<file path="src/source/seq_est_pkg.sv">
package seq_est_pkg;

    localparam int SAMPLE_WIDTH = 8;
    localparam int B_LEN = 2;
    localparam int CHAN_DEPTH = 4;
    // Must cover at least CHAN_DEPTH - 1 past symbols
    localparam int SH_DEPTH = 8;
    localparam int N_S = 2 ** B_LEN;
    localparam int ENERGY_WIDTH = 16;

    localparam int TAP_ADDR_WIDTH = $clog2(CHAN_DEPTH);
    localparam int CNT_WIDTH = (B_LEN > 1) ? $clog2(B_LEN) : 1;
    localparam int SAMPLE_MAX = 2 ** (SAMPLE_WIDTH - 1) - 1;
    localparam int SAMPLE_MIN = -(2 ** (SAMPLE_WIDTH - 1));
    localparam int ENERGY_MAX = 2 ** ENERGY_WIDTH - 1;

    typedef logic signed [SAMPLE_WIDTH-1:0] sample_t;
    typedef logic signed [1:0] symbol_t;
    typedef logic [ENERGY_WIDTH-1:0] energy_t;

    // Entry 0 is the older sample
    typedef struct packed {
        sample_t [B_LEN-1:0] s;
    } sample_block_t;

    // Entry 0 is the newest symbol
    typedef struct packed {
        symbol_t [B_LEN-1:0] sym;
    } symbol_block_t;

    typedef struct packed {
        energy_t energy;
        symbol_block_t symbols;
    } state_t;

    typedef state_t [N_S-1:0] state_array_t;

    // Tap 0 weights the current symbol
    typedef sample_t [CHAN_DEPTH-1:0] chan_taps_t;

    typedef enum logic {
        FILL,
        FULL
    } buf_state_e;

    function automatic sample_t sat_sample(input int v);
        if (v > SAMPLE_MAX) begin
            return sample_t'(SAMPLE_MAX);
        end
        if (v < SAMPLE_MIN) begin
            return sample_t'(SAMPLE_MIN);
        end
        return sample_t'(v);
    endfunction

endpackage

</file>
<file path="src/source/channel_store.sv">
`timescale 1ns/1ps

module channel_store
    import seq_est_pkg::*;
(
    input  logic                      clk,
    input  logic                      rst_n,
    input  logic                      tap_we,
    input  logic [TAP_ADDR_WIDTH-1:0] tap_addr,
    input  sample_t                   tap_data,
    output chan_taps_t                taps
);

    // One tap written per strobe, all taps visible at once
    always_ff @(posedge clk or negedge rst_n) begin
        if (!rst_n) begin
            taps <= '0;
        end else if (tap_we) begin
            taps[tap_addr] <= tap_data;
        end
    end

endmodule

</file>
<file path="src/source/sample_block_buffer.sv">
`timescale 1ns/1ps

module sample_block_buffer
    import seq_est_pkg::*;
(
    input  logic          clk,
    input  logic          rst_n,
    input  logic          sample_valid,
    input  sample_t       sample,
    output logic          run,
    output sample_block_t rx_neg
);

    buf_state_e state;
    buf_state_e state_next;
    logic [CNT_WIDTH-1:0] count;
    logic last;

    // The last sample of a block goes straight into rx_neg
    sample_t [B_LEN-2:0] slots;

    assign last = sample_valid && (count == CNT_WIDTH'(B_LEN - 1));

    assign state_next = last ? FULL : FILL;

    always_ff @(posedge clk or negedge rst_n) begin
        if (!rst_n) begin
            state <= FILL;
            count <= '0;
            rx_neg <= '0;
        end else begin
            state <= state_next;
            if (last) begin
                count <= '0;
                for (int p = 0; p < B_LEN; p++) begin
                    if (p == B_LEN - 1) begin
                        rx_neg.s[p] <= sat_sample(-int'(sample));
                    end else begin
                        rx_neg.s[p] <= sat_sample(-int'(slots[p]));
                    end
                end
            end else if (sample_valid) begin
                count <= count + 1'b1;
            end
        end
    end

    always_ff @(posedge clk) begin
        if (sample_valid && !last) begin
            slots[count] <= sample;
        end
    end

    assign run = (state == FULL);

    a_run_single: assert property (@(posedge clk) disable iff (!rst_n) run |=> !run)
        else $error("run held high for more than one cycle");

endmodule

</file>
<file path="src/source/conv_unit.sv">
`timescale 1ns/1ps

module conv_unit
    import seq_est_pkg::*;
#(
    parameter int OFFSET = 1
) (
    input  symbol_t [SH_DEPTH-1:0] hist,
    input  chan_taps_t             taps,
    output sample_block_t          out
);

    // Position p sees past symbol j - p - OFFSET through tap j
    always_comb begin
        int acc;
        int k;
        for (int p = 0; p < B_LEN; p++) begin
            acc = 0;
            for (int j = 0; j < CHAN_DEPTH; j++) begin
                k = j - p - OFFSET;
                if (k >= 0 && k < SH_DEPTH) begin
                    acc += int'(taps[j]) * int'(hist[k]);
                end
            end
            out.s[p] = sat_sample(acc);
        end
    end

endmodule

</file>
<file path="src/source/state_metric_unit.sv">
`timescale 1ns/1ps

module state_metric_unit
    import seq_est_pkg::*;
(
    input  chan_taps_t    taps,
    input  sample_block_t precomputed_static,
    output state_array_t  states
);

    // Bit p of hyp set means block position p (0 is older) carries +1
    function automatic state_t eval_hyp(
        input logic [B_LEN-1:0] hyp,
        input chan_taps_t       t,
        input sample_block_t    ps
    );
        state_t st;
        symbol_t [B_LEN-1:0] pos_sym;
        int res;
        int total;
        total = 0;
        for (int p = 0; p < B_LEN; p++) begin
            pos_sym[p] = hyp[p] ? 2'sd1 : -2'sd1;
        end
        for (int p = 0; p < B_LEN; p++) begin
            res = int'(ps.s[p]);
            // In-block interference, earlier positions only
            for (int j = 0; j < CHAN_DEPTH; j++) begin
                if (p - j >= 0) begin
                    res += int'(t[j]) * int'(pos_sym[p - j]);
                end
            end
            total += res * res;
        end
        if (total > ENERGY_MAX) begin
            st.energy = energy_t'(ENERGY_MAX);
        end else begin
            st.energy = energy_t'(total);
        end
        // Newest symbol first
        for (int e = 0; e < B_LEN; e++) begin
            st.symbols.sym[e] = pos_sym[B_LEN - 1 - e];
        end
        return st;
    endfunction

    always_comb begin
        for (int i = 0; i < N_S; i++) begin
            states[i] = eval_hyp(B_LEN'(i), taps, precomputed_static);
        end
    end

endmodule

</file>
<file path="src/source/static_select_unit.sv">
`timescale 1ns/1ps

module static_select_unit
    import seq_est_pkg::*;
(
    input  state_array_t states,
    output state_t       best
);

    // Strict compare keeps the lower index on a tie
    always_comb begin
        best = states[0];
        for (int i = 1; i < N_S; i++) begin
            if (states[i].energy < best.energy) begin
                best = states[i];
            end
        end
    end

    always_comb begin
        for (int i = 0; i < N_S; i++) begin
            a_best_min: assert final (best.energy <= states[i].energy)
                else $error("selected energy %h exceeds state %0d energy %h",
                            best.energy, i, states[i].energy);
        end
    end

endmodule

</file>
<file path="src/source/global_static_unit.sv">
`timescale 1ns/1ps

module global_static_unit
    import seq_est_pkg::*;
(
    input  logic          clk,
    input  logic          rst_n,
    input  logic          run,
    input  chan_taps_t    taps,
    input  sample_block_t rx_neg,
    input  state_t        best,
    output sample_block_t precomputed_static,
    output symbol_block_t decisions,
    output energy_t       decision_energy,
    output logic          decision_valid
);

    // Newest decided symbol at index 0
    symbol_t [SH_DEPTH-1:0] hist;
    sample_block_t static_val;

    function automatic logic is_antipodal(input symbol_t [B_LEN-1:0] s);
        for (int e = 0; e < B_LEN; e++) begin
            if (s[e] != 2'sd1 && s[e] != -2'sd1) begin
                return 1'b0;
            end
        end
        return 1'b1;
    endfunction

    // First block sample sits one step after the newest history entry
    conv_unit #(
        .OFFSET(1)
    ) u_conv (
        .hist(hist),
        .taps(taps),
        .out (static_val)
    );

    always_comb begin
        for (int p = 0; p < B_LEN; p++) begin
            precomputed_static.s[p] = sat_sample(int'(static_val.s[p]) + int'(rx_neg.s[p]));
        end
    end

    always_ff @(posedge clk or negedge rst_n) begin
        if (!rst_n) begin
            hist <= '0;
            decision_energy <= '0;
            decision_valid <= 1'b0;
        end else begin
            decision_valid <= run;
            if (run) begin
                hist <= {hist[SH_DEPTH-B_LEN-1:0], best.symbols.sym};
                decision_energy <= best.energy;
            end
        end
    end

    assign decisions = symbol_block_t'(hist[B_LEN-1:0]);

    a_hist_antipodal: assert property (@(posedge clk) disable iff (!rst_n)
        run |=> is_antipodal(hist[B_LEN-1:0]))
        else $error("history low entries not +1/-1 after run");

endmodule

</file>
<file path="src/source/seq_est_top.sv">
`timescale 1ns/1ps

module seq_est_top
    import seq_est_pkg::*;
(
    input  logic                      clk,
    input  logic                      rst_n,
    input  logic                      tap_we,
    input  logic [TAP_ADDR_WIDTH-1:0] tap_addr,
    input  sample_t                   tap_data,
    input  logic                      sample_valid,
    input  sample_t                   sample,
    output logic                      decision_valid,
    output symbol_block_t             decisions,
    output energy_t                   decision_energy,
    output sample_block_t             precomputed_static
);

    chan_taps_t taps;
    logic run;
    sample_block_t rx_neg;
    state_array_t states;
    state_t best;

    channel_store u_chan (
        .clk     (clk),
        .rst_n   (rst_n),
        .tap_we  (tap_we),
        .tap_addr(tap_addr),
        .tap_data(tap_data),
        .taps    (taps)
    );

    sample_block_buffer u_buf (
        .clk         (clk),
        .rst_n       (rst_n),
        .sample_valid(sample_valid),
        .sample      (sample),
        .run         (run),
        .rx_neg      (rx_neg)
    );

    global_static_unit u_gsu (
        .clk               (clk),
        .rst_n             (rst_n),
        .run               (run),
        .taps              (taps),
        .rx_neg            (rx_neg),
        .best              (best),
        .precomputed_static(precomputed_static),
        .decisions         (decisions),
        .decision_energy   (decision_energy),
        .decision_valid    (decision_valid)
    );

    state_metric_unit u_smu (
        .taps              (taps),
        .precomputed_static(precomputed_static),
        .states            (states)
    );

    static_select_unit u_ssu (
        .states(states),
        .best  (best)
    );

    // Taps feed every block in progress, so writes wait for an idle stream
    a_tap_idle: assert property (@(posedge clk) disable iff (!rst_n)
        tap_we |-> !sample_valid && !run && !decision_valid)
        else $error("channel tap written while a block is in flight");

endmodule

</file>
<file path="config.mk">
export PLATFORM = sky130hd
export DESIGN_NAME = seq_est_top
export DESIGN_NICKNAME = d
export VERILOG_FILES = /design/src/source/seq_est_pkg.sv /design/src/source/channel_store.sv /design/src/source/sample_block_buffer.sv /design/src/source/conv_unit.sv /design/src/source/state_metric_unit.sv /design/src/source/static_select_unit.sv /design/src/source/global_static_unit.sv /design/src/source/seq_est_top.sv
export SDC_FILE = /design/constraint.sdc
export NUM_CORES = 2
export LEC_CHECK = 0
export BUFFER_PORTS_ARGS = -buffer_cell sky130_fd_sc_hd__buf_2
export CAP_MARGIN = 20
export CORE_ASPECT_RATIO = 0.7
export CORE_MARGIN = 2
export CORE_UTILIZATION = 55
export CTS_BUF_LIST = sky130_fd_sc_hd__clkbuf_16
export CTS_CLUSTER_SIZE = 40
export DETAILED_ROUTE_END_ITERATION = 12
export HOLD_SLACK_MARGIN = 0.15
export PLACE_DENSITY = 0.71
export SLEW_MARGIN = 20
export SYNTH_ARGS = -nofsm -noshare
export SYNTH_HDL_FRONTEND = slang
export SYNTH_SLANG_ARGS = --single-unit
</file>
<file path="constraint.sdc">
create_clock -name clk -period 32 [get_ports clk]
set_clock_uncertainty 0.2 [all_clocks]
set_input_delay 6.4 -clock clk [delete_from_list [all_inputs] [get_ports clk]]
set_output_delay 6.4 -clock clk [all_outputs]
set_load 0.02 [all_outputs]
</file>
==> flow_summary.toml <==
[outcome]
outcome = "completed"

[drt]
ant_nets = 0
vias = 62530
drtPass1Iterations = 6
routed_wl_mm = 243.7
routedWlPerCell_um = 21.64
drc_errors = 0
drtIter0Drc = 5298
viasPerCell = 5.553

[sta]
setup_viol = 0
min_period_ps = 30420
fmax_ghz = 0.03287
tightest_slew_ps = 1272
finalSetupTns_ps = 0
report.final.hold_viol_count = 0
whs_ps = 295.0
timing.slew.headroom_pct = 14.90
period_share_pct = 95.07
fin_ws_ps = 1578
maxSlewViolCount = 0

[synthesis]
synth_fp_nets = 12090
synth-edff-count = 8
synth-warning-count = 0
ys_ff_latch = 80
async_flop_share_pct = 90.00
syn_area_per_cell_sq_um = 8.934
synth_seq_area_share_pct = 2.482
synth_area_sq_um = 82260
synth_ff_type = "dfrtp_1"
yosysUniqueCellTypes = 104
netlist_instances = 9208

[cells_and_area]
area.sequential_sq_um = 2044
drive_gt1_share_pct = 4.763
syn2layout_area_growth_pct = 4.962
n_fill_cell = 13220
layout_commonest_cell = "inv_1"
final_cell_mix = "2518 x inv_1, 1833 x fa_1, 1015 x ha_1"
final_core_util_pct = 58.25
diodes = 0
multi_input_area_sq_um = 70350
nNetsFinal = 12150

[setup_path]
setup.worst_path.end_class = "flip-flop"
start_kind = "flip-flop"
cp_common_cell = "fa_1"
cpPeakStageDelay_ps = 630
worstPathArrival_ps = 30490
critPathMaxFanout = 16
critPathKind = "reg2reg"
cp.required_ps = 32070
critPathSlowestCell = "fa_1"

[place]
gp_congestion = 0.9998
hpwl_mm = 213.0
port_buffers = 58
dpl_worst_slack_ps = 701.4

[clock_network]
cts-root-buf = "clkbuf_16"
htree_levels = 3
cts_tree = "yes"
hold_buffers = 0
clk_latency_ps = 430
cts-buffers-inserted = 9
clkTransAtPathRegs_ps = 120
clock_sinks = 80
clk_path_buf_depth = 2

[global_route]
grt_pass1_wl_mm = 383.7
grt_pass1_vias = 66380
grt_max_degree = 65
antenna_found_initial = 3
grtUsageTotal_pct = 32.86
globalRouteOverflowTotal = 0

[floorplan]
fp.coreArea_sq_um = 148200
die-area_sq_um = 152700
dieWidth_um = 466.2
chipHeight_um = 327.6
std_cell_rows = 118
initial_core_util_pct = 55.49
ios = 59

[hold_path]
hold_path_class = "reg2reg"

[flow_run]
maxCapViolCount = 0
[area by class of cell]
cell class	instances	area share [%]
Clock inverter	6	0.07680
Multi-Input combinational cell	6407	81.48
Inverter	2548	11.08
Sequential cell	80	2.368
Timing Repair Buffer	229	1.839
Clock buffer	10	0.2898
Tap cell	1980	2.869
[routing by layer]
| layer | vias to the layer above | part of all wire [%] | global-route usage [%] |
|---|---|---|---|
| li1 | 27990 | - | - |
| met1 | 31620 | 45 | 48.80 |
| met2 | 2618 | 41 | 46.75 |
| met3 | 297 | 12 | 11.05 |
| met4 | 4 | 2.3 | 6.416 |
| met5 | - | 0.011 | 0 |
[worst max-delay path: cells and delay by family, from the launching register on]
kind                     cells  cell delay, ps
flip-flops                   1             390
adder cells (fa/ha/maj)     29           12890
AND/OR/NAND/NOR             27            4550
multiplexers                 1             340
XOR/XNOR                     4            1010
AO/OA/AOI/OAI               54            9590
buffers and inverters       14            1380
[repair_timing]
action                     in CTS  in global routing
buffers inserted                0                  5
setup endpoints to repair       0                 18
resized for setup               0                 56
[final timing paths]
path | from | to | slack (ps) | cells past startpoint
hold / removal | u_buf.count$_DFFE_PN0P_ | u_buf.count$_DFFE_PN0P_ | 290 | 1
setup / recovery | u_gsu.decisions[2]$_DFFE_PN0P_ | u_gsu.decisions[3]$_DFFE_PN0P_ | 1580 | 129
min in group asynchronous | rst_n | u_buf.rx_neg[15]$_DFFE_PN0P_ | 5620 | 1
hold reg to reg | u_buf.count$_DFFE_PN0P_ | u_buf.count$_DFFE_PN0P_ | 290 | 1
max in group asynchronous | rst_n | u_gsu.decision_energy[1]$_DFFE_PN0P_ | 24680 | 2
setup reg to reg | u_gsu.decisions[2]$_DFFE_PN0P_ | u_gsu.decisions[3]$_DFFE_PN0P_ | 1580 | 129
[Yosys cell counts (23+ instances only)]
cell | instances | area (sq um)
a211oi_1 | 26 | 195.2
a21o_1 | 156 | 1171
a21oi_1 | 303 | 1516
a31oi_1 | 24 | 150.1
and2_1 | 103 | 644.4
clkbuf_1 | 149 | 559.3
clkinv_1 | 23 | 86.33
dfrtp_1 | 72 | 1802
fa_1 | 1836 | 36760
ha_1 | 1019 | 12750
inv_1 | 2519 | 9455
mux2_2 | 44 | 495.5
nand2_1 | 742 | 2785
nand2b_1 | 103 | 644.4
nand3_1 | 49 | 245.2
nand4_1 | 36 | 225.2
nor2_1 | 723 | 2714
nor2b_1 | 69 | 431.7
nor3_1 | 59 | 295.3
o211ai_1 | 28 | 210.2
o21a_1 | 46 | 345.3
o21ai_0 | 177 | 885.9
o21bai_1 | 63 | 473.0
or2_2 | 23 | 143.9
or3_1 | 32 | 200.2
xnor2_1 | 307 | 2689
xor2_1 | 137 | 1200
[per-stage QoR]
step,area [sq um],cells
after floorplan,82260,9208
after global placement,85660,11240
after detailed placement,85720,11240
after CTS,86040,11260
after global routing,86340,11260
final,86340,11260
[registers in the layout, indices dropped and copies added (netlist names)]
register               count
u_gsu.hist                 2
u_buf.rx_neg              16
u_gsu.decision_valid       1
u_gsu.decision_energy     16
u_chan.taps               32
u_buf.slots                8
u_buf.count                1
u_gsu.decisions            3
u_buf.run                  1
[cells by family (layout without fill, tap and decap cells)]
group           after synthesis  after routing  synth area share [%]
xor+xnor                    448            448                 4.829
fa+ha+maj                  2855           2855                 60.18
buf+inv                    2721           2793                 12.48
compound gates             1024           1024                 8.332
mux                          60             60                0.8229
simple gates               2020           2020                 10.87
flops                        80             80                 2.482
Power is left out: the tool's default activity adds up to more than one toggle a clock period on the data nets, which glitch-free logic cannot reach.
